## src/hw/fe_cfg_pkg.sv

```systemverilog
// shared widths, vector types and fetch block sizes, referenced by scoped name across the frontend
package fe_cfg_pkg;

    // ----------------------------------------
    // basic widths
    // ----------------------------------------

    // byte address as seen by the fetch unit and the back end
    typedef logic [31:0] addr_t;

    // one uncompressed RV32I instruction word
    typedef logic [31:0] instr_t;

    // one AXI beat, slot 0 in the low half
    typedef logic [63:0] block_t;

    // ----------------------------------------
    // fetch block geometry
    // ----------------------------------------

    // instructions per fetch block
    localparam int unsigned NR_SLOTS = 2;

    // pc step for sequential fetch
    localparam int unsigned BLOCK_BYTES = 8;

    // one bit per instruction slot
    typedef logic [NR_SLOTS-1:0] slot_mask_t;

endpackage

```

## src/hw/fe_isa_pkg.sv

```systemverilog
// RV32I opcode constants and control-flow classes used by the instruction scanners
package fe_isa_pkg;

    // ----------------------------------------
    // major opcodes, instr[6:0]
    // ----------------------------------------

    // jump and link, pc relative
    localparam logic [6:0] OPC_JAL = 7'b1101111;

    // jump and link register, target unknown at fetch
    localparam logic [6:0] OPC_JALR = 7'b1100111;

    // conditional branches, all six compare flavours
    localparam logic [6:0] OPC_BRANCH = 7'b1100011;

    // ----------------------------------------
    // control-flow kind of one slot
    // ----------------------------------------

    // none means anything that falls through to pc + 4
    typedef enum logic [1:0] {
        CF_NONE,
        CF_BRANCH,
        CF_JAL,
        CF_JALR
    } cf_kind_e;

endpackage

```

## src/hw/fe_fetch_ctrl.sv

```systemverilog
// next-pc selection, single-outstanding AXI4-Lite read FSM and fetch block register
`timescale 1ns/1ps

module fe_fetch_ctrl #(
    parameter fe_cfg_pkg::addr_t BOOT_ADDR = 32'h0000_1000
) (
    input  logic                                           clk_i,
    input  logic                                           rst_ni,
    // back end restart
    input  logic                                           flush_i,
    input  fe_cfg_pkg::addr_t                              flush_pc_i,
    // AXI4-Lite read channel
    output fe_cfg_pkg::addr_t                              araddr_o,
    output logic                                           arvalid_o,
    input  logic                                           arready_i,
    input  fe_cfg_pkg::block_t                             rdata_i,
    input  logic                                           rvalid_i,
    output logic                                           rready_o,
    // queue has space for a whole block
    input  logic                                           room_i,
    // prediction result for the block in scan
    input  logic                                           redirect_i,
    input  fe_cfg_pkg::addr_t                              redirect_pc_i,
    // sliced block towards the scanners
    output logic                                           blk_valid_o,
    output fe_cfg_pkg::instr_t [fe_cfg_pkg::NR_SLOTS-1:0] slot_instr_o,
    output fe_cfg_pkg::addr_t  [fe_cfg_pkg::NR_SLOTS-1:0] slot_pc_o,
    output fe_cfg_pkg::slot_mask_t                         slot_valid_o
);
    localparam int unsigned INSTR_W = $bits(fe_cfg_pkg::instr_t);
    localparam int unsigned OFS_MSB = $clog2(fe_cfg_pkg::BLOCK_BYTES) - 1;
    // clears the offset inside a block
    localparam fe_cfg_pkg::addr_t BLK_MASK = ~fe_cfg_pkg::addr_t'(fe_cfg_pkg::BLOCK_BYTES - 1);

    typedef enum logic [1:0] {
        ST_ADDR,
        ST_DATA,
        ST_SCAN
    } fetch_state_e;

    fetch_state_e       state_q, state_d;
    // architectural fetch pc, may point into slot 1
    fe_cfg_pkg::addr_t  pc_q, pc_d;
    // block address of the request in flight
    fe_cfg_pkg::addr_t  blk_addr_q, blk_addr_d;
    // response in flight belongs to a flushed stream
    logic               drop_q, drop_d;
    // keeps arvalid low until the first cycle out of reset
    logic               started_q;
    fe_cfg_pkg::block_t blk_q;
    logic               ar_fire;
    logic               r_fire;

    // ----------------------------------------
    // AXI handshakes
    // ----------------------------------------

    assign arvalid_o = started_q && (state_q == ST_ADDR);
    assign araddr_o  = blk_addr_q;
    // hold the response off while the queue cannot take a full block
    assign rready_o  = (state_q == ST_DATA) && room_i;
    assign ar_fire   = arvalid_o && arready_i;
    assign r_fire    = rready_o && rvalid_i;

    // a flush kills the block being scanned
    assign blk_valid_o = (state_q == ST_SCAN) && !flush_i;

    // ----------------------------------------
    // next state and next pc
    // ----------------------------------------

    always_comb begin
        state_d    = state_q;
        pc_d       = pc_q;
        blk_addr_d = blk_addr_q;
        drop_d     = drop_q;
        case (state_q)
            ST_ADDR: begin
                // the AR already offered has to finish with its old address
                if (flush_i) drop_d = 1'b1;
                if (ar_fire) state_d = ST_DATA;
            end
            ST_DATA: begin
                if (flush_i) drop_d = 1'b1;
                if (r_fire) begin
                    // stale data is accepted and thrown away
                    drop_d  = 1'b0;
                    state_d = (drop_q || flush_i) ? ST_ADDR : ST_SCAN;
                end
            end
            ST_SCAN: begin
                state_d = ST_ADDR;
                if (redirect_i) begin
                    pc_d = redirect_pc_i;
                end else begin
                    pc_d = blk_addr_q + fe_cfg_pkg::addr_t'(fe_cfg_pkg::BLOCK_BYTES);
                end
            end
            default: state_d = ST_ADDR;
        endcase
        // back end restart wins over everything
        if (flush_i) pc_d = flush_pc_i;
        // new request address is latched only when a fresh AR starts
        if ((state_d == ST_ADDR) && (state_q != ST_ADDR)) blk_addr_d = pc_d & BLK_MASK;
    end

    always_ff @(posedge clk_i or negedge rst_ni) begin
        if (!rst_ni) begin
            state_q    <= ST_ADDR;
            pc_q       <= BOOT_ADDR;
            blk_addr_q <= BOOT_ADDR & BLK_MASK;
            drop_q     <= 1'b0;
            started_q  <= 1'b0;
        end else begin
            state_q    <= state_d;
            pc_q       <= pc_d;
            blk_addr_q <= blk_addr_d;
            drop_q     <= drop_d;
            started_q  <= 1'b1;
        end
    end

    // block data, only looked at in ST_SCAN
    always_ff @(posedge clk_i) begin
        if (r_fire) blk_q <= rdata_i;
    end

    // ----------------------------------------
    // slot slicing
    // ----------------------------------------

    for (genvar i = 0; i < fe_cfg_pkg::NR_SLOTS; i++) begin : gen_slot
        assign slot_instr_o[i] = blk_q[i*INSTR_W +: INSTR_W];
        assign slot_pc_o[i]    = blk_addr_q + fe_cfg_pkg::addr_t'(i * 4);
        // slots below the entry offset were not asked for
        assign slot_valid_o[i] = (i >= int'(pc_q[OFS_MSB:2]));
    end

endmodule

```

## src/hw/fe_instr_scan.sv

```systemverilog
// combinational decode of one instruction slot into control-flow kind, static prediction and target
`timescale 1ns/1ps

module fe_instr_scan (
    input  fe_cfg_pkg::instr_t    instr_i,
    input  fe_cfg_pkg::addr_t     pc_i,
    output fe_isa_pkg::cf_kind_e  kind_o,
    output logic                  taken_o,
    output fe_cfg_pkg::addr_t     target_o
);
    logic [6:0]        opcode;
    fe_cfg_pkg::addr_t imm_j;
    fe_cfg_pkg::addr_t imm_b;
    fe_cfg_pkg::addr_t imm;

    assign opcode = instr_i[6:0];

    // J-type immediate, sign in bit 31
    assign imm_j = {{12{instr_i[31]}}, instr_i[19:12], instr_i[20], instr_i[30:21], 1'b0};
    // B-type immediate
    assign imm_b = {{20{instr_i[31]}}, instr_i[7], instr_i[30:25], instr_i[11:8], 1'b0};

    always_comb begin
        kind_o = fe_isa_pkg::CF_NONE;
        imm    = '0;
        case (opcode)
            fe_isa_pkg::OPC_JAL: begin
                kind_o = fe_isa_pkg::CF_JAL;
                imm    = imm_j;
            end
            fe_isa_pkg::OPC_BRANCH: begin
                kind_o = fe_isa_pkg::CF_BRANCH;
                imm    = imm_b;
            end
            // register target, never predicted
            fe_isa_pkg::OPC_JALR: kind_o = fe_isa_pkg::CF_JALR;
            default: ;
        endcase
    end

    // jal always, backward branches only
    assign taken_o = (kind_o == fe_isa_pkg::CF_JAL) ||
                     ((kind_o == fe_isa_pkg::CF_BRANCH) && imm_b[31]);

    // word aligned, compressed code is not supported
    assign target_o = (pc_i + imm) & ~fe_cfg_pkg::addr_t'(3);

endmodule

```

## src/hw/fe_predict_sel.sv

```systemverilog
// keeps the first predicted-taken slot of a block, masks the slots after it and issues the redirect
`timescale 1ns/1ps

module fe_predict_sel (
    input  logic                                             blk_valid_i,
    input  fe_cfg_pkg::slot_mask_t                           slot_valid_i,
    input  fe_cfg_pkg::instr_t   [fe_cfg_pkg::NR_SLOTS-1:0]  slot_instr_i,
    input  fe_cfg_pkg::addr_t    [fe_cfg_pkg::NR_SLOTS-1:0]  slot_pc_i,
    input  fe_isa_pkg::cf_kind_e [fe_cfg_pkg::NR_SLOTS-1:0]  kind_i,
    input  fe_cfg_pkg::slot_mask_t                           taken_i,
    input  fe_cfg_pkg::addr_t    [fe_cfg_pkg::NR_SLOTS-1:0]  target_i,
    // towards the queue
    output fe_cfg_pkg::slot_mask_t                           push_o,
    output fe_cfg_pkg::instr_t   [fe_cfg_pkg::NR_SLOTS-1:0]  push_instr_o,
    output fe_cfg_pkg::addr_t    [fe_cfg_pkg::NR_SLOTS-1:0]  push_pc_o,
    output fe_cfg_pkg::slot_mask_t                           push_taken_o,
    // towards the pc logic
    output logic                                             redirect_o,
    output fe_cfg_pkg::addr_t                                redirect_pc_o
);
    // taken flag qualified by the kinds that carry a known target
    fe_cfg_pkg::slot_mask_t taken_ok;
    // a lower slot already changed the flow
    logic                   found;

    for (genvar i = 0; i < fe_cfg_pkg::NR_SLOTS; i++) begin : gen_qual
        assign taken_ok[i] = taken_i[i] &&
                             ((kind_i[i] == fe_isa_pkg::CF_JAL) ||
                              (kind_i[i] == fe_isa_pkg::CF_BRANCH));
    end

    // ----------------------------------------
    // lowest taken slot wins
    // ----------------------------------------

    always_comb begin
        push_o        = '0;
        push_taken_o  = '0;
        found         = 1'b0;
        redirect_pc_o = '0;
        for (int i = 0; i < fe_cfg_pkg::NR_SLOTS; i++) begin
            // slots behind the winner are on the wrong path
            if (blk_valid_i && slot_valid_i[i] && !found) begin
                push_o[i]       = 1'b1;
                push_taken_o[i] = taken_ok[i];
                if (taken_ok[i]) begin
                    found         = 1'b1;
                    redirect_pc_o = target_i[i];
                end
            end
        end
    end

    assign redirect_o = found;

    // payload goes to the queue as is, push_o decides what is written
    assign push_instr_o = slot_instr_i;
    assign push_pc_o    = slot_pc_i;

endmodule

```

## src/hw/fe_instr_queue.sv

```systemverilog
// two-write one-read circular FIFO of fetch entries feeding the back end valid/ready port
`timescale 1ns/1ps

module fe_instr_queue #(
    parameter int unsigned QUEUE_DEPTH = 8
) (
    input  logic                                           clk_i,
    input  logic                                           rst_ni,
    input  logic                                           flush_i,
    // write side, up to one entry per slot
    input  fe_cfg_pkg::slot_mask_t                         push_i,
    input  fe_cfg_pkg::instr_t [fe_cfg_pkg::NR_SLOTS-1:0] push_instr_i,
    input  fe_cfg_pkg::addr_t  [fe_cfg_pkg::NR_SLOTS-1:0] push_pc_i,
    input  fe_cfg_pkg::slot_mask_t                         push_taken_i,
    // a whole block fits
    output logic                                           room_o,
    // back end port
    output logic                                           fetch_valid_o,
    input  logic                                           fetch_ready_i,
    output fe_cfg_pkg::instr_t                             fetch_instr_o,
    output fe_cfg_pkg::addr_t                              fetch_pc_o,
    output logic                                           fetch_taken_o
);
    localparam int unsigned PTR_W = $clog2(QUEUE_DEPTH);
    localparam int unsigned CNT_W = PTR_W + 1;

    logic [PTR_W-1:0]   wr_ptr_q;
    logic [PTR_W-1:0]   rd_ptr_q;
    logic [CNT_W-1:0]   count_q;
    // number of slots written this cycle
    logic [CNT_W-1:0]   n_push;
    // compacted write position of each slot
    logic [PTR_W-1:0]   wr_idx [fe_cfg_pkg::NR_SLOTS];
    logic               pop;

    fe_cfg_pkg::instr_t instr_mem [QUEUE_DEPTH];
    fe_cfg_pkg::addr_t  pc_mem [QUEUE_DEPTH];
    logic [QUEUE_DEPTH-1:0] taken_mem;

    // ----------------------------------------
    // write side
    // ----------------------------------------

    // pushed slots land back to back in slot order
    always_comb begin
        n_push = '0;
        for (int i = 0; i < fe_cfg_pkg::NR_SLOTS; i++) begin
            wr_idx[i] = wr_ptr_q + n_push[PTR_W-1:0];
            n_push    = n_push + CNT_W'(push_i[i]);
        end
    end

    always_ff @(posedge clk_i) begin
        for (int i = 0; i < fe_cfg_pkg::NR_SLOTS; i++) begin
            if (push_i[i] && !flush_i) begin
                instr_mem[wr_idx[i]] <= push_instr_i[i];
                pc_mem[wr_idx[i]]    <= push_pc_i[i];
                taken_mem[wr_idx[i]] <= push_taken_i[i];
            end
        end
    end

    // ----------------------------------------
    // pointers and fill level
    // ----------------------------------------

    assign pop = fetch_valid_o && fetch_ready_i;

    always_ff @(posedge clk_i or negedge rst_ni) begin
        if (!rst_ni) begin
            wr_ptr_q <= '0;
            rd_ptr_q <= '0;
            count_q  <= '0;
        end else if (flush_i) begin
            // everything queued is on the old path
            wr_ptr_q <= '0;
            rd_ptr_q <= '0;
            count_q  <= '0;
        end else begin
            wr_ptr_q <= wr_ptr_q + n_push[PTR_W-1:0];
            if (pop) rd_ptr_q <= rd_ptr_q + PTR_W'(1);
            count_q  <= count_q + n_push - CNT_W'(pop);
        end
    end

    // ----------------------------------------
    // read side
    // ----------------------------------------

    // head entry is read from storage, stable until popped
    assign fetch_valid_o = (count_q != '0);
    assign fetch_instr_o = instr_mem[rd_ptr_q];
    assign fetch_pc_o    = pc_mem[rd_ptr_q];
    assign fetch_taken_o = taken_mem[rd_ptr_q];

    assign room_o = (count_q <= CNT_W'(QUEUE_DEPTH - fe_cfg_pkg::NR_SLOTS));

endmodule

```

## src/hw/frontend_top.sv

```systemverilog
// RV32I fetch frontend top, AXI4-Lite read manager on one side and back end fetch port on the other
`timescale 1ns/1ps

module frontend_top #(
    parameter fe_cfg_pkg::addr_t BOOT_ADDR   = 32'h0000_1000,
    parameter int unsigned       QUEUE_DEPTH = 8
) (
    input  logic               clk_i,
    input  logic               rst_ni,
    // AXI4-Lite read channel
    output fe_cfg_pkg::addr_t  araddr_o,
    output logic [2:0]         arprot_o,
    output logic               arvalid_o,
    input  logic               arready_i,
    input  fe_cfg_pkg::block_t rdata_i,
    input  logic [1:0]         rresp_i,
    input  logic               rvalid_i,
    output logic               rready_o,
    // back end
    output logic               fetch_valid_o,
    input  logic               fetch_ready_i,
    output fe_cfg_pkg::instr_t fetch_instr_o,
    output fe_cfg_pkg::addr_t  fetch_pc_o,
    output logic               fetch_taken_o,
    input  logic               flush_i,
    input  fe_cfg_pkg::addr_t  flush_pc_i
);
    // fetch ctrl to scanners and selector
    logic                                             blk_valid;
    fe_cfg_pkg::instr_t   [fe_cfg_pkg::NR_SLOTS-1:0]  slot_instr;
    fe_cfg_pkg::addr_t    [fe_cfg_pkg::NR_SLOTS-1:0]  slot_pc;
    fe_cfg_pkg::slot_mask_t                           slot_valid;
    // scanner results
    fe_isa_pkg::cf_kind_e [fe_cfg_pkg::NR_SLOTS-1:0]  slot_kind;
    fe_cfg_pkg::slot_mask_t                           slot_taken;
    fe_cfg_pkg::addr_t    [fe_cfg_pkg::NR_SLOTS-1:0]  slot_target;
    // selector to queue and pc logic
    fe_cfg_pkg::slot_mask_t                           push;
    fe_cfg_pkg::instr_t   [fe_cfg_pkg::NR_SLOTS-1:0]  push_instr;
    fe_cfg_pkg::addr_t    [fe_cfg_pkg::NR_SLOTS-1:0]  push_pc;
    fe_cfg_pkg::slot_mask_t                           push_taken;
    logic                                             redirect;
    fe_cfg_pkg::addr_t                                redirect_pc;
    logic                                             room;

    // no protection attributes on fetch reads
    assign arprot_o = 3'b000;

    fe_fetch_ctrl #(
        .BOOT_ADDR (BOOT_ADDR)
    ) u_fetch_ctrl (
        .clk_i         (clk_i),
        .rst_ni        (rst_ni),
        .flush_i       (flush_i),
        .flush_pc_i    (flush_pc_i),
        .araddr_o      (araddr_o),
        .arvalid_o     (arvalid_o),
        .arready_i     (arready_i),
        .rdata_i       (rdata_i),
        .rvalid_i      (rvalid_i),
        .rready_o      (rready_o),
        .room_i        (room),
        .redirect_i    (redirect),
        .redirect_pc_i (redirect_pc),
        .blk_valid_o   (blk_valid),
        .slot_instr_o  (slot_instr),
        .slot_pc_o     (slot_pc),
        .slot_valid_o  (slot_valid)
    );

    // one scanner per instruction slot
    for (genvar i = 0; i < fe_cfg_pkg::NR_SLOTS; i++) begin : gen_scan
        fe_instr_scan u_scan (
            .instr_i  (slot_instr[i]),
            .pc_i     (slot_pc[i]),
            .kind_o   (slot_kind[i]),
            .taken_o  (slot_taken[i]),
            .target_o (slot_target[i])
        );
    end

    fe_predict_sel u_predict_sel (
        .blk_valid_i   (blk_valid),
        .slot_valid_i  (slot_valid),
        .slot_instr_i  (slot_instr),
        .slot_pc_i     (slot_pc),
        .kind_i        (slot_kind),
        .taken_i       (slot_taken),
        .target_i      (slot_target),
        .push_o        (push),
        .push_instr_o  (push_instr),
        .push_pc_o     (push_pc),
        .push_taken_o  (push_taken),
        .redirect_o    (redirect),
        .redirect_pc_o (redirect_pc)
    );

    fe_instr_queue #(
        .QUEUE_DEPTH (QUEUE_DEPTH)
    ) u_instr_queue (
        .clk_i         (clk_i),
        .rst_ni        (rst_ni),
        .flush_i       (flush_i),
        .push_i        (push),
        .push_instr_i  (push_instr),
        .push_pc_i     (push_pc),
        .push_taken_i  (push_taken),
        .room_o        (room),
        .fetch_valid_o (fetch_valid_o),
        .fetch_ready_i (fetch_ready_i),
        .fetch_instr_o (fetch_instr_o),
        .fetch_pc_o    (fetch_pc_o),
        .fetch_taken_o (fetch_taken_o)
    );

endmodule

```

## config.mk

```make
export PLATFORM = sky130hd
export DESIGN_NAME = frontend_top
export DESIGN_NICKNAME = d
export VERILOG_FILES = /design/src/hw/fe_cfg_pkg.sv /design/src/hw/fe_isa_pkg.sv /design/src/hw/fe_fetch_ctrl.sv /design/src/hw/fe_instr_scan.sv /design/src/hw/fe_predict_sel.sv /design/src/hw/fe_instr_queue.sv /design/src/hw/frontend_top.sv
export SDC_FILE = /design/constraint.sdc
export NUM_CORES = 1
export LEC_CHECK = 0
export BUFFER_PORTS_ARGS = -buffer_cell sky130_fd_sc_hd__buf_2
export CAP_MARGIN = 10
export CELL_PAD_IN_SITES_DETAIL_PLACEMENT = 2
export CELL_PAD_IN_SITES_GLOBAL_PLACEMENT = 2
export CORE_MARGIN = 2
export CORE_UTILIZATION = 40
export CTS_BUF_LIST = sky130_fd_sc_hd__clkbuf_16
export DETAILED_ROUTE_END_ITERATION = 12
export PLACE_DENSITY = 0.75
export SLEW_MARGIN = 40
export SYNTH_ARGS = -nofsm -noshare
export SYNTH_HDL_FRONTEND = slang
export SYNTH_SLANG_ARGS = --single-unit
```

## constraint.sdc

```tcl
create_clock -name clk_i -period 5 [get_ports clk_i]
set_input_delay 0 -clock clk_i [delete_from_list [all_inputs] [get_ports clk_i]]
set_output_delay 0 -clock clk_i [all_outputs]
set_load 0.02 [all_outputs]
```

# Word-level counts from Yosys, hierarchy flattened
# Memory sizes are Yosys's and may differ from the RTL's.
# Index checks and enable logic that the tools add are counted.
[op_classes]
add_sub_neg = 10
order_cmp = 7
n_eq_ne = 12
mux = 44
reduce_logical = 31
[op_table]
columns = ["cell", "count"]
rows = [
  ["two-way mux 32 bit", 7],
  ["case mux 32 bit (2 select lines)", 2],
  ["adder 32 bit", 2],
  ["== test 7 bit, second input constant", 6],
  ["adder 32 x 3 -> 32 bit, second input constant", 1],
  ["adder 32 x 4 -> 32 bit, second input constant", 1],
  ["logical AND 1 bit", 17],
  ["two-way mux 1 bit", 17],
  ["bitwise mux 8 bit", 2],
  ["two-way mux 8 bit", 2],
  ["less-than comparator 3 x 4 -> 1 bit, second input constant", 3],
  ["case mux 2 bit (3 select lines)", 2],
  ["two-way mux 3 bit", 3],
  ["nonzero test 2 bit", 4],
  ["demux 1 bit (select 3 bit)", 2],
  ["== test 2 x 1 -> 1 bit, second input constant", 3],
  ["== test 2 bit, second input constant", 3],
  [">= comparator 3 x 1 -> 1 bit, second input constant", 2],
  ["two-way mux 2 bit", 3],
  ["logical OR 1 bit", 5],
  ["adder 4 bit", 1],
  ["less-or-equal comparator 4 x 3 -> 1 bit, second input constant", 1],
  ["zero test 2 bit", 2],
  ["two-way mux 4 bit", 1],
  ["11 further kinds", 12],
]
[word_totals]
regBits = 147
mem_bits_rw = 512
input_bits = 104
output_inout_bits = 103
mem_count = 2
[mem_list]
columns = ["memory", "words", "word_bits", "rd", "rd_clocked_by_memory_dff", "write_ports", "line", "source"]
rows = [
  ["u_instr_queue.instr_mem", 8, 32, 1, 0, 2, "fe_instr_queue.sv:36", "fe_cfg_pkg::instr_t instr_mem [QUEUE_DEPTH];"],
  ["u_instr_queue.pc_mem", 8, 32, 1, 0, 2, "fe_instr_queue.sv:37", "fe_cfg_pkg::addr_t pc_mem [QUEUE_DEPTH];"],
]

# Logic depth before layout (Yosys ltp)
# Gate-level depths: netlist of the first run.
[logic_depth]
ltp_word = 15
ltp_mapped = 19
depth_no_buf = 17

# Cells and area by module
# A second synthesis of the first run with hierarchy kept.
[hier_totals]
hier_cells = 2877
hier_area_um2 = 37815.0
[by_module_without_submodules]
columns = ["mod", "instances", "cells_per_inst", "area_each_um2", "seq_area_each_um2"]
rows = [
  ["fe_instr_queue", 1, 1597, 26527.9, 15785.1],
  ["fe_fetch_ctrl", 1, 586, 6376.1, 3500.9],
  ["fe_instr_scan at gen_scan[0].u_scan", 1, 261, 1769.2, 0.0],
  ["fe_instr_scan at gen_scan[1].u_scan", 1, 253, 1720.4, 0.0],
  ["fe_predict_sel", 1, 176, 1395.1, 0.0],
  ["frontend_top", 1, 4, 26.3, 0.0],
]

# Worst setup path before layout of the first run
# No wires, ideal clock.
[synth_path]
path_kind = "register to register"
start = "reg u_fetch_ctrl.blk_q[4] (netlist: u_fetch_ctrl.slot_instr_o[4])"
end = "mem u_instr_queue.instr_mem[4][0] in the netlist's numbering (enable)"
setup_time_ns = 0.446
arrival_time_ns = 4.605
slack_ns = -0.051
stages_incl_launch_ff = 15
n_path_buf = 5
period_less_slack_ns = 5.051
cell_sequence = "edfxtp_1 > nand2b_4 > or2_2 > clkbuf_1 > nor2_1 > ha_1 > clkbuf_1 > inv_1 > and3_1 > or3_1 > clkbuf_1 > or3_1 > clkbuf_1 > nand2_1 > clkbuf_1"
[synth_lines]
columns = ["element", "line", "source"]
rows = [
  ["start: declaration", "fe_fetch_ctrl.sv:50", "fe_cfg_pkg::block_t blk_q;"],
  ["start signal: assignment", "fe_fetch_ctrl.sv:125", "if (r_fire) blk_q <= rdata_i;"],
  ["end: declaration", "fe_instr_queue.sv:36", ""],
]

# Worst setup path in the final report of the first run
[layout_path]
start = "reg u_fetch_ctrl.blk_q[0] (netlist: u_fetch_ctrl.slot_instr_o[0])"
end = "reg u_fetch_ctrl.blk_addr_q[28] (netlist: u_fetch_ctrl.araddr_o[28])"
[layout_via]
elab_chain_cells = 14
elab_cells_between_ends = 25
[layout_rtl]
columns = ["element", "line", "source"]
rows = [
  ["branches (longest 11 deep; another with adder 32 bit)", "n/a", ""],
  ["two-way mux 32 bit *", "fe_fetch_ctrl.sv:93", "if (redirect_i) begin"],
  ["two-way mux 32 bit *", "fe_fetch_ctrl.sv:77", "case (state_q)"],
  ["two-way mux 32 bit *", "fe_fetch_ctrl.sv:102", "if (flush_i) pc_d = flush_pc_i;"],
  ["via u_fetch_ctrl.pc_d[28]", "fe_fetch_ctrl.sv:43", "fe_cfg_pkg::addr_t pc_q, pc_d;"],
  ["end signal: assignment", "fe_fetch_ctrl.sv:111", "blk_addr_q <= BOOT_ADDR & BLK_MASK;"],
  ["end signal: assignment", "fe_fetch_ctrl.sv:117", "blk_addr_q <= blk_addr_d;"],
  ["end: declaration", "fe_fetch_ctrl.sv:45", "fe_cfg_pkg::addr_t blk_addr_q, blk_addr_d;"],
]
# Mark *: on every way through the listed nets, which the timed path passes. The select of a mux whose other input is x is not followed.
# A chain may end at the register's enable or synchronous reset.

==> metrics.csv, run 1 <==
stage,metric,value,unit
critical_path,crit_path_frequent_cell,mux2_2,
critical_path,required,5490,ps
finish,ff_latch_area,0.0187,mm2
drt,first_pass_iters,7,
clocking,clock_latency,630,ps
pwr,power.share.clock,29.4,%
sta,max_freq,209,MHz
synth,postSynthAreaPerCell,13.6,um2
run,maxCapViolCount,0,
finish,post-route-util,47.0,%
critical_path,cp_top_family,compound AO/OA/AOI/OAI gates,
sta,tns,0,ps
pwr,power_density,434,mW/mm2
synth,ys_seq_area_share,56.0,%
floorplan,die_x,293,um
finish,multi_input_area,0.0140,mm2
clocking,numCtsBuffers,71,
critical_path,path_class,reg -> reg,
clocking,cts_resized,0,
global_routing,gr-usage-all-layers,28.2,%
placed_design,place_area,0.0359,mm2
global_routing,grt_max_degree,91,
synth,syn_area,0.0334,mm2
drt,wire_per_inst,31.3,um
synth,synth_edf_count,552,
floorplan,die_y,293,um
sta,tightest_slew,856,ps
placed_design,place_inst,3636,
sta,fin_crit_sh,95.6,%
floorplan,start_util,40.2,%
synth,synth-warning-count,0,
outcome,outcome,"finished, final reports clean",
finish,syn_to_final_growth,16.9,%
clocking,cts.sinks,641,
floorplan,core.rowCount,106,
critical_path,critPathMaxStageDelay,520,ps
finish,finish.instance_area,0.0391,mm2
drt,avgViaCountPerCell,6.03,
drt,vias,23300,
pwr,switchingPower,6.03,mW
critical_path,worst_setup_path_end_kind,register,
finish,drive_gt1_share,30.7,%
sta,relSlewSlack,42.9,%
synth,async_reset_ff_share,11.4,%
finish,nets,2901,
sta,rsz0062_at_grt,false,
drt,ant_nets,0,
critical_path,crit_chain,"nand3_2, or2_2, nor2_1, and2_1, ha_1, a2111oi_0, o21ai_0, a22oi_1, buf_4, o21a_1, mux2_2, xnor2_1, a211oi_1, o21ai_1, mux2_2",
placed_design,place_congestion,0.872,
synth,synth_top_area_share,49.6,%
global_routing,grt_pass1_wl,178000,um
sta,drv_slew,0,
sta,finalSetupViolCount,0,
pwr,seqPwrFrac,43.1,%
pwr,ir_drop,299,uV
global_routing,grt_overflow,0,
floorplan,core_area,0.0832,mm2
placed_design,hpwlAfterDp,76100,um
pwr,switching_share,35.5,%
clocking,cts_tree,built,
floorplan,die_area,0.0859,mm2
finish,finalNonFillerCells,3867,
drt,drtIter0Drc,1862,
synth,synthCells,2463,
sta,setup_ws,219,ps
critical_path,path_buf_inv,1,
synth,synthFlopType,edfxtp_1,
sta,final_hold_viol_count,0,
drt,drcViolationCount,0,
synth,synth.area.top_cells,"edfxtp_1 (50%), mux2_2 (11%), mux4_2 (8.5%)",
finish,fill_cells,7922,
critical_path,cp_max_fo,14,
pwr,p_leak,13.5,nW
worst_hold_path,hold_class,in -> reg,
sta,finClkSkew,28.1,ps
floorplan,pin_count,207,
synth,yosysTopAreaCell,edfxtp_1,
clocking,cts_buffer_depth,3,
drt,wirelength,121000,um
clocking,postCtsSetupBuffers,0,
clocking,cts-root-buf,clkbuf_16,
pwr,internal_power,10.9,mW
global_routing,antenna_found_initial,3,
clocking,path_clk_slew,60,ps
critical_path,cpMaxStageDelayCell,edfxtp_1,
critical_path,start_kind,register,
placed_design,portBuffers,194,
critical_path,worstPathArrival,5270,ps
sta,finalCriticalPeriod,4780,ps
synth,synth_cell_type_count,77,
global_routing,grt_pass1_vias,25600,
placed_design,pre_cts_slack,384,ps
pwr,combPwrFrac,27.5,%
synth,synth_seq_cells,641,
clocking,htree_levels,3,
-- Yosys cell counts, types with 17 or more instances --
cell type	n
clkbuf_1	122
and3_1	27
nor2b_1	34
xor2_1	33
mux4_2	126
ha_1	62
nor2_1	91
mux2_2	327
dfrtp_1	71
nand4_1	17
buf_2	25
inv_1	36
edfxtp_1	552
nor3_1	33
nand3_1	24
a21o_1	25
xnor2_1	43
and2_1	215
nand2_1	159
buf_1	20
a21oi_1	99
o21ai_0	83
-- final cells by class --
class | count | share of cell area (%)
flip-flops and latches | 641 | 48.0
multi-input cells | 1615 | 35.8
repair buffers | 365 | 6.91
clock buffers | 71 | 4.55
well taps | 1080 | 3.46
clock inverters | 57 | 0.916
inverters | 37 | 0.355
diodes | 1 | 0.00640
-- per-layer routing --
metal	vias to the layer above	wire length, um	global-route usage, %
met2	839	60300	48.2
met5	-	23	0
met1	12400	50400	36.8
li1	9852	-	-
met3	240	6120	3.59
met4	4	4330	10.1
-- cell families after synthesis --
logic type	after synthesis	share of synthesized area, %
buf+inv	214	2.61
xor+xnor	76	1.99
other cells	2	0.0225
mux	460	19.7
fa+ha+maj	66	2.56
simple gates	671	10.7
compound gates	333	6.37
flops	641	56.0
-- flip-flops by register name, indices dropped and copies added, names as in the netlist --
| signal | flops |
|---|---|
| u_instr_queue.instr_mem | 256 |
| u_instr_queue.pc_mem | 240 |
| u_fetch_ctrl.slot_instr_o | 64 |
| u_fetch_ctrl.pc_q | 30 |
| u_fetch_ctrl.araddr_o | 29 |
| u_instr_queue.taken_mem | 8 |
| u_instr_queue.count_q | 4 |
| u_instr_queue.rd_ptr_q | 3 |
| u_instr_queue.wr_ptr_q | 3 |
| u_fetch_ctrl.state_q | 2 |
| u_fetch_ctrl.drop_q | 1 |
| u_fetch_ctrl.started_q | 1 |
-- cell usage in the layout, fill, tap and decap left out, types with 15 or more instances in the layout --
cell and n:
a211oi_1 16, a21o_1 25, a21oi_1 98, and2_1 215
and3_1 27, buf_12 15, buf_2 193, buf_4 56
clkbuf_16 71, clkinv_1 20, dfrtp_1 61, dfxtp_1 16
dlygate4sd3_1 100, edfxtp_1 552, ha_1 62, inv_1 51
mux2_2 327, mux4_2 126, nand2_1 158, nand3_1 24
nand4_1 17, nor2_1 87, nor2b_1 34, nor3_1 29
o21ai_0 78, xnor2_1 43, xor2_1 33
-- final timing paths --
path                                               from                         end  slack (ps)  cells past startpoint
setup / recovery           u_fetch_ctrl.slot_instr_o[0]   u_fetch_ctrl.araddr_o[28]         220                     15
hold / removal                                  flush_i       u_fetch_ctrl.pc_q[24]          50                      4
setup reg to reg           u_fetch_ctrl.slot_instr_o[0]   u_fetch_ctrl.araddr_o[28]         220                     15
hold reg to reg              u_instr_queue.pc_mem[3][2]  u_instr_queue.pc_mem[3][2]         460                      1
max in group asynchronous                        rst_ni   u_instr_queue.rd_ptr_q[0]        3830                      4
min in group asynchronous                        rst_ni       u_fetch_ctrl.pc_q[12]         490                      3
-- through the flow --
stage,total power [mW],hold slack [ps]
after floorplan,9.95,-296
after global placement,11.7,-20.8
after detailed placement,11.9,-3.92
after CTS,17.0,4.24
after global routing,17.6,55.8
final,17.0,47.7
-- power groups by stage --
stage	combinational, mW	sequential, mW	clock, mW
finish	4.66	7.32	4.99
global route	4.99	7.38	5.24
CTS	4.66	7.30	5.07
detailed placement	4.52	7.40	0
global placement	4.30	7.35	0
floorplan	3.20	6.75	0
-- worst register-to-register path, stage by stage (launching register included) --
cell and delay [ps]:
edfxtp_1 520, nand3_2 270, or2_2 470, nor2_1 290
and2_1 200, ha_1 300, a2111oi_0 450, o21ai_0 250
a22oi_1 250, buf_4 180, o21a_1 220, mux2_2 380
xnor2_1 140, a211oi_1 320, o21ai_1 140, mux2_2 290
-- what timing repair did --
action	4_1_cts	5_1_grt
setup endpoints to repair	0	0
endpoints found under the hold margin	198	0
hold buffers	101	0
(Power assumes the default switching activity.)
==> inputs of run 2 (changes only) <==
--- a/constraint.sdc
+++ b/constraint.sdc
@@ -3,2 +3,2 @@
 set_output_delay 0 -clock clk_i [all_outputs]
-set_load 0.02 [all_outputs]
+set_load 0.05 [all_outputs]
==> run 2 against run 1 <==
Effect of this change: cell count is 0.13% higher; total power is 4.5% higher; routed wire length is 1.7% lower; setup slack improved by 40 ps; die area unchanged; sequential share of layout area down 0.16 points; clock power is 2% higher; critical path depth decreased by 1; core utilization is 0.17 points higher; critical path type unchanged; critical endpoint unchanged; largest power group unchanged.
==> metrics.csv, run 2 (synthesis results as in run 1) <==
stage,metric,value,unit,change
global_routing,grt_max_degree,70,,-23%
finish,fill_cells,7923,,+0.013%
critical_path,reg2regPathDepth,14,,-1
drt,drcViolationCount,0,,unchanged
placed_design,portBuffers,194,,unchanged
sta,tightest_slew,920,ps,+63.9 ps
sta,relSlewSlack,38.6,%,-4.3 points
clocking,cts_buffer_depth,3,,unchanged
critical_path,regToRegEndpoint,u_fetch_ctrl.araddr_o[28],,
global_routing,grt_pass1_wl,175000,um,-1.5%
clocking,numCtsBuffers,73,,+2.8%
pwr,p_leak,13.6,nW,+0.59%
placed_design,place_congestion,0.871,,-0.13%
floorplan,core.rowCount,106,,unchanged
critical_path,critPathCapture,u_fetch_ctrl.araddr_o[28],,
finish,largest_register_ffs,256,,unchanged
pwr,power_density,452,mW/mm2,+4.1%
clocking,path_clk_slew,60,ps,about the same
floorplan,die_y,293,um,unchanged
clocking,cts_hold_buf,105,,+4.0%
drt,wire_per_inst,30.7,um,-1.9%
worst_hold_path,hold_class,in -> reg,,
placed_design,place_area,0.0359,mm2,about the same
global_routing,gr-usage-all-layers,27.6,%,-0.56 points
sta,finalCriticalPeriod,4740,ps,-39.7 ps
sta,finalSetupViolCount,0,,unchanged
critical_path,worstPathArrival,5250,ps,-20 ps
run,maxCapViolCount,0,,unchanged
floorplan,die_area,0.0859,mm2,unchanged
drt,first_pass_iters,5,,-2
drt,wirelength,119000,um,-1.7%
finish,finalNonFillerCells,3872,,+0.13%
drt,vias,23000,,-1.2%
finish,nets,2911,,+0.34%
clocking,clock_latency,630,ps,about the same
clocking,cts_tree,built,,
floorplan,die_x,293,um,unchanged
pwr,ir_drop,299,uV,-0.14%
critical_path,start_kind,register,,
clocking,cts.sinks,641,,unchanged
sta,rsz0062_at_grt,false,,
finish,finish.instance_area,0.0392,mm2,+0.36%
drt,ant_nets,0,,unchanged
placed_design,place_inst,3641,,+0.14%
clocking,htree_levels,3,,unchanged
clocking,cts_resized,0,,unchanged
sta,max_freq,211,MHz,+0.84%
sta,drv_slew,0,,unchanged
global_routing,grt_overflow,0,,unchanged
sta,final_hold_viol_count,0,,unchanged
floorplan,core_area,0.0832,mm2,unchanged
critical_path,path_class,reg -> reg,,
finish,syn_to_final_growth,17.3,%,
finish,multi_input_area,0.0140,mm2,about the same
critical_path,r2r_slack,260,ps,+40 ps
sta,tns,0,ps,unchanged
finish,drive_gt1_share,31.0,%,+0.35 points
clocking,cts-root-buf,clkbuf_16,,
finish,final_common_cell,edfxtp_1,,
drt,drtIter0Drc,1639,,-12%
pwr,total_power,17.7,mW,+4.5%
finish,ff_latch_area,0.0187,mm2,about the same
critical_path,required,5510,ps,+20 ps
clocking,postCtsSetupBuffers,0,,unchanged
outcome,outcome,"finished, final reports clean",,
placed_design,hpwlAfterDp,75400,um,-0.83%
floorplan,start_util,40.2,%,unchanged
sta,fin_crit_sh,94.8,%,-0.79 points
sta,finClkSkew,26.3,ps,-1.79 ps
global_routing,grt_pass1_vias,25500,,-0.43%
floorplan,pin_count,207,,unchanged
drt,avgViaCountPerCell,5.95,,-1.3%
critical_path,cp_max_fo,14,,unchanged
critical_path,startpoint,u_fetch_ctrl.slot_instr_o[0],,
critical_path,rr_startpoint,u_fetch_ctrl.slot_instr_o[0],,
global_routing,antenna_found_initial,0,,-3
finish,mostFrequentLayoutCells,"edfxtp_1 (552), mux2_2 (327), and2_1 (215)",,
critical_path,worst_setup_path_end_kind,register,,
run 2: cell types whose count changed in the layout (fill, tap and decap cells not counted), moves of 2 or more:
cell           previous run  this run
dlygate4sd3_1           100       104
clkinvlp_4                4         1
clkinv_2                  8        11
clkinv_1                 20        13
dfrtp_2                   7         9
buf_4                    56        61
inv_1                    51        49
dfrtp_1                  61        59
clkbuf_16                71        74
run 2: how the worst min path moves through the flow:
stage                startpoint                       endpoint  depth (start not counted)
finish              rdata_i[60]  u_fetch_ctrl.slot_instr_o[60]                          2
global route        rdata_i[60]  u_fetch_ctrl.slot_instr_o[60]                          2
global placement         rst_ni      u_fetch_ctrl.araddr_o[31]                          1
detailed placement       rst_ni      u_fetch_ctrl.araddr_o[30]                          1
CTS                 rdata_i[59]  u_fetch_ctrl.slot_instr_o[59]                          2
floorplan                rst_ni      u_fetch_ctrl.araddr_o[10]                          0
run 2: metrics by stage:
stage	hold WS (ps)	utilization [%]	worst slack, ps
3_3_place_gp	-21.7	43.1	533
2_1_floorplan	-296	-	226
3_5_place_dp	-4.84	43.2	356
5_1_grt	70.2	47.1	35.9
6_report	77.8	47.2	259
4_1_cts	56.9	47.1	301
run 2: area by class of cell:
type | count | share of cell area (%)
tap | 1080 | 3.45
antenna | 2 | 0.0128
inverter | 37 | 0.354
sequential | 641 | 47.8
clock buffer | 74 | 4.72
timing repair buffer | 373 | 7.03
clock inverter | 50 | 0.913
multi-input combinational | 1615 | 35.7
run 2: report_power, final:
| part | internal, mW | switching [mW] |
|---|---|---|
| clock network | 2.85 | 2.27 |
| registers | 6.21 | 1.06 |
| logic | 2.00 | 3.35 |
run 2: critical path: stages (launching register included):
cell,delay (ps)
edfxtp_1,570
nand3_2,270
or2_2,460
nor2_1,320
and2_1,200
ha_1,300
a2111oi_0,410
o21ai_0,230
a22oi_1,420
o21a_1,250
mux2_2,380
xnor2_1,150
a211oi_1,280
o21ai_1,120
mux2_2,270
run 2: metal layers:
layer / GRT usage, % / share of wire, %
met3: 3.76 / 5.5
met2: 47.1 / 50
met4: 10.0 / 3.5
met1: 36.1 / 41
met5: 0 / 0
==> inputs of run 3 (changes only) <==
--- a/constraint.sdc
+++ b/constraint.sdc
@@ -3,2 +3,2 @@
 set_output_delay 0 -clock clk_i [all_outputs]
-set_load 0.05 [all_outputs]
+set_load 0.005 [all_outputs]
==> run 3 against run 2 <==
Effect of this change: critical path depth rose by 1; first-iteration DRC count rose by 6.7%; combinational power fell by 20%; maximum frequency fell by 0.55%; non-clock buffer count fell by 8; die area did not move; setup slack got worse by 26 ps; clock skew rose by 3.4 ps; highest routed layer is now met5; global-route usage rose by 0.52 points; total power fell by 6.6%; critical path type unchanged; worst hold slack got worse by 75 ps; critical endpoint is now u_fetch_ctrl.araddr_o[31].
==> metrics.csv, run 3 (synthesis results as in run 1) <==
stage,metric,value,unit,change
outcome,outcome,"finished, final reports clean",,
sta,tightest_slew,894,ps,-25.9 ps
critical_path,crit_cells,15,,+1
floorplan,pin_count,207,,unchanged
pwr,switchingPower,5.68,mW,-15%
critical_path,crit_chain,"nand3_2, or2_2, nor2_1, ha_1, inv_1, fa_1, nor2b_1, o31a_1, o21ai_1, a221oi_2, a2bb2o_4, mux2i_1, nor4_1, o21ai_1, mux2_2",,
pwr,total_power,16.6,mW,-6.6%
global_routing,grt_max_degree,74,,+5.7%
worst_hold_path,hold_class,in -> async,,
drt,drtIter0Drc,1748,,+6.7%
drt,dr_wl_met3,5740,um,-12%
global_routing,grt_pass1_wl,177000,um,+1.1%
critical_path,path_buf_inv,1,,+1
sta,finalSetupViolCount,0,,unchanged
critical_path,worst_setup_path_end_kind,register,,
clocking,numCtsBuffers,71,,-2.7%
sta,relSlewSlack,40.4,%,+1.7 points
floorplan,die_x,293,um,unchanged
placed_design,place_inst,3632,,-0.25%
run,maxCapViolCount,0,,unchanged
finish,fill_cells,8046,,+1.6%
sta,fin_crit_sh,95.3,%,+0.52 points
clocking,cts_tree,built,,
floorplan,die_area,0.0859,mm2,unchanged
drt,highest_layer,met5,,
sta,finClkSkew,29.7,ps,+3.36 ps
drt,avgViaCountPerCell,5.99,,+0.67%
clocking,htree_levels,3,,unchanged
drt,vias,23200,,+0.62%
critical_path,cpMaxStageDelayCell,edfxtp_1,,
global_routing,grt_overflow,0,,unchanged
critical_path,worstPathArrival,5260,ps,about the same
clocking,cts_buffer_depth,3,,unchanged
global_routing,grt_pass1_vias,25700,,+0.74%
floorplan,die_y,293,um,unchanged
sta,max_freq,210,MHz,-0.55%
clocking,path_clk_slew,60,ps,about the same
finish,drive_gt1_share,30.9,%,-0.096 points
finish,final_common_cell,edfxtp_1,,
critical_path,start_kind,register,,
pwr,internal_power,10.9,mW,-1.6%
critical_path,cp_top_family,simple AND/OR/NAND/NOR gates,,
pwr,power.share.clock,30.2,%,+1.4 points
sta,final_hold_viol_count,0,,unchanged
clocking,cts.sinks,641,,unchanged
pwr,seqPwrFrac,44.1,%,+3.1 points
critical_path,crit_path_frequent_cell,o21ai_1,,
critical_path,required,5490,ps,-20 ps
drt,wire_per_inst,31.3,um,+1.9%
floorplan,core.rowCount,106,,unchanged
pwr,combPwrFrac,25.7,%,-4.5 points
pwr,power_density,425,mW/mm2,-6.1%
drt,first_pass_iters,5,,unchanged
finish,nets,2901,,-0.34%
global_routing,antenna_found_initial,4,,+4
pwr,p_leak,13.5,nW,-0.45%
pwr,ir_drop,273,uV,-8.8%
finish,mostFrequentLayoutCells,"edfxtp_1 (552), mux2_2 (327), and2_1 (215)",,
pwr,switching_share,34.3,%,-3.3 points
finish,largest_register_ffs,256,,unchanged
floorplan,core_area,0.0832,mm2,unchanged
floorplan,start_util,40.2,%,unchanged
drt,ant_nets,0,,unchanged
critical_path,reg2regPathDepth,15,,+1
sta,rsz0062_at_grt,false,,
critical_path,critPathMaxStageDelay,540,ps,-30 ps
clocking,cts-root-buf,clkbuf_16,,
placed_design,place_congestion,0.870,,-0.13%
drt,wl_met1,49600,um,+0.84%
global_routing,gr-usage-all-layers,28.2,%,+0.52 points
drt,drcViolationCount,0,,unchanged
finish,post-route-util,46.9,%,-0.23 points
placed_design,portBuffers,194,,unchanged
sta,tns,0,ps,unchanged
finish,finalNonFillerCells,3870,,-0.052%
placed_design,hpwlAfterDp,75800,um,+0.49%
drt,wl_met2,61500,um,+3.8%
critical_path,path_class,reg -> reg,,
finish,syn_to_final_growth,16.7,%,
critical_path,cp_max_fo,14,,unchanged
sta,drv_slew,0,,unchanged
drt,wirelength,121000,um,+1.9%
sta,finalCriticalPeriod,4770,ps,+26.1 ps
clocking,clock_latency,630,ps,about the same
-- run 3: cell count changes in the layout (fill, tap and decap cells not counted), moves of 2 or more --
cell	change
buf_12	-5
buf_6	+2
bufinv_16	-2
clkbuf_16	-2
clkinv_1	+3
clkinv_2	+4
dlygate4sd3_1	-4
inv_1	+3
-- run 3: worst register-to-register path, cell delays in order (launching register included) --
cell	delay [ps]
edfxtp_1	540
nand3_2	280
or2_2	470
nor2_1	150
ha_1	230
inv_1	80
fa_1	430
nor2b_1	170
o31a_1	240
o21ai_1	220
a221oi_2	420
a2bb2o_4	250
mux2i_1	110
nor4_1	540
o21ai_1	200
mux2_2	300
-- run 3: metrics by stage --
| stage | hold slack, ps | worst slack [ps] | instance area (um2) |
|---|---|---|---|
| 2_1_floorplan | -296 | 226 | 33500 |
| 3_3_place_gp | 177 | 523 | 35800 |
| 3_5_place_dp | 98.0 | 358 | 35800 |
| 4_1_cts | 4.73 | 316 | 38900 |
| 5_1_grt | 71.8 | 11.1 | 39000 |
| 6_report | 2.65 | 233 | 39000 |
-- run 3: cell type report --
type | count | area (um2) | share of cell area, %
Multi-Input combinational cell | 1615 | 14000 | 35.9
Tap cell | 1080 | 1350 | 3.46
Clock inverter | 59 | 344 | 0.882
Sequential cell | 641 | 18700 | 48.0
Inverter | 37 | 139 | 0.356
Antenna cell | 1 | 2.50 | 0.00641
Clock buffer | 72 | 1800 | 4.62
Timing Repair Buffer | 365 | 2630 | 6.74
-- run 3: metal layers --
| metal | up-vias | global-route usage (%) |
|---|---|---|
| met5 | - | 0 |
| met4 | 2 | 10.4 |
| met3 | 229 | 3.18 |
| met2 | 776 | 49.5 |
| met1 | 12300 | 35.8 |
| li1 | 9863 | - |
-- run 3: power by group through the flow --
stage	Clock, mW	Combinational, mW	Sequential (mW)
after floorplan	0	2.97	6.62
after global placement	0	3.88	7.39
after detailed placement	0	4.05	7.47
after CTS	5.04	4.16	7.36
after global routing	5.24	4.58	7.37
final	5.00	4.26	7.31
-- run 3: what timing repair did --
action	CTS	global route
hold endpoints to repair	206	0
setup buffers	0	3
endpoints found under the setup margin	0	1
hold buffers	100	0
resized for setup	0	0
-- run 3: path summary, 6_finish.rpt --
kind	from	slack [ps]	end
worst max-delay path	u_fetch_ctrl.slot_instr_o[1]	230	u_fetch_ctrl.araddr_o[31]
worst min-delay path	rst_ni	3	u_fetch_ctrl.araddr_o[30]
worst max register to register	u_fetch_ctrl.slot_instr_o[1]	230	u_fetch_ctrl.araddr_o[31]
worst min register to register	u_instr_queue.pc_mem[7][2]	490	u_instr_queue.pc_mem[7][2]
max in group asynchronous	rst_ni	4400	u_instr_queue.rd_ptr_q[0]
min in group clk_i	rdata_i[53]	80	u_fetch_ctrl.slot_instr_o[53]
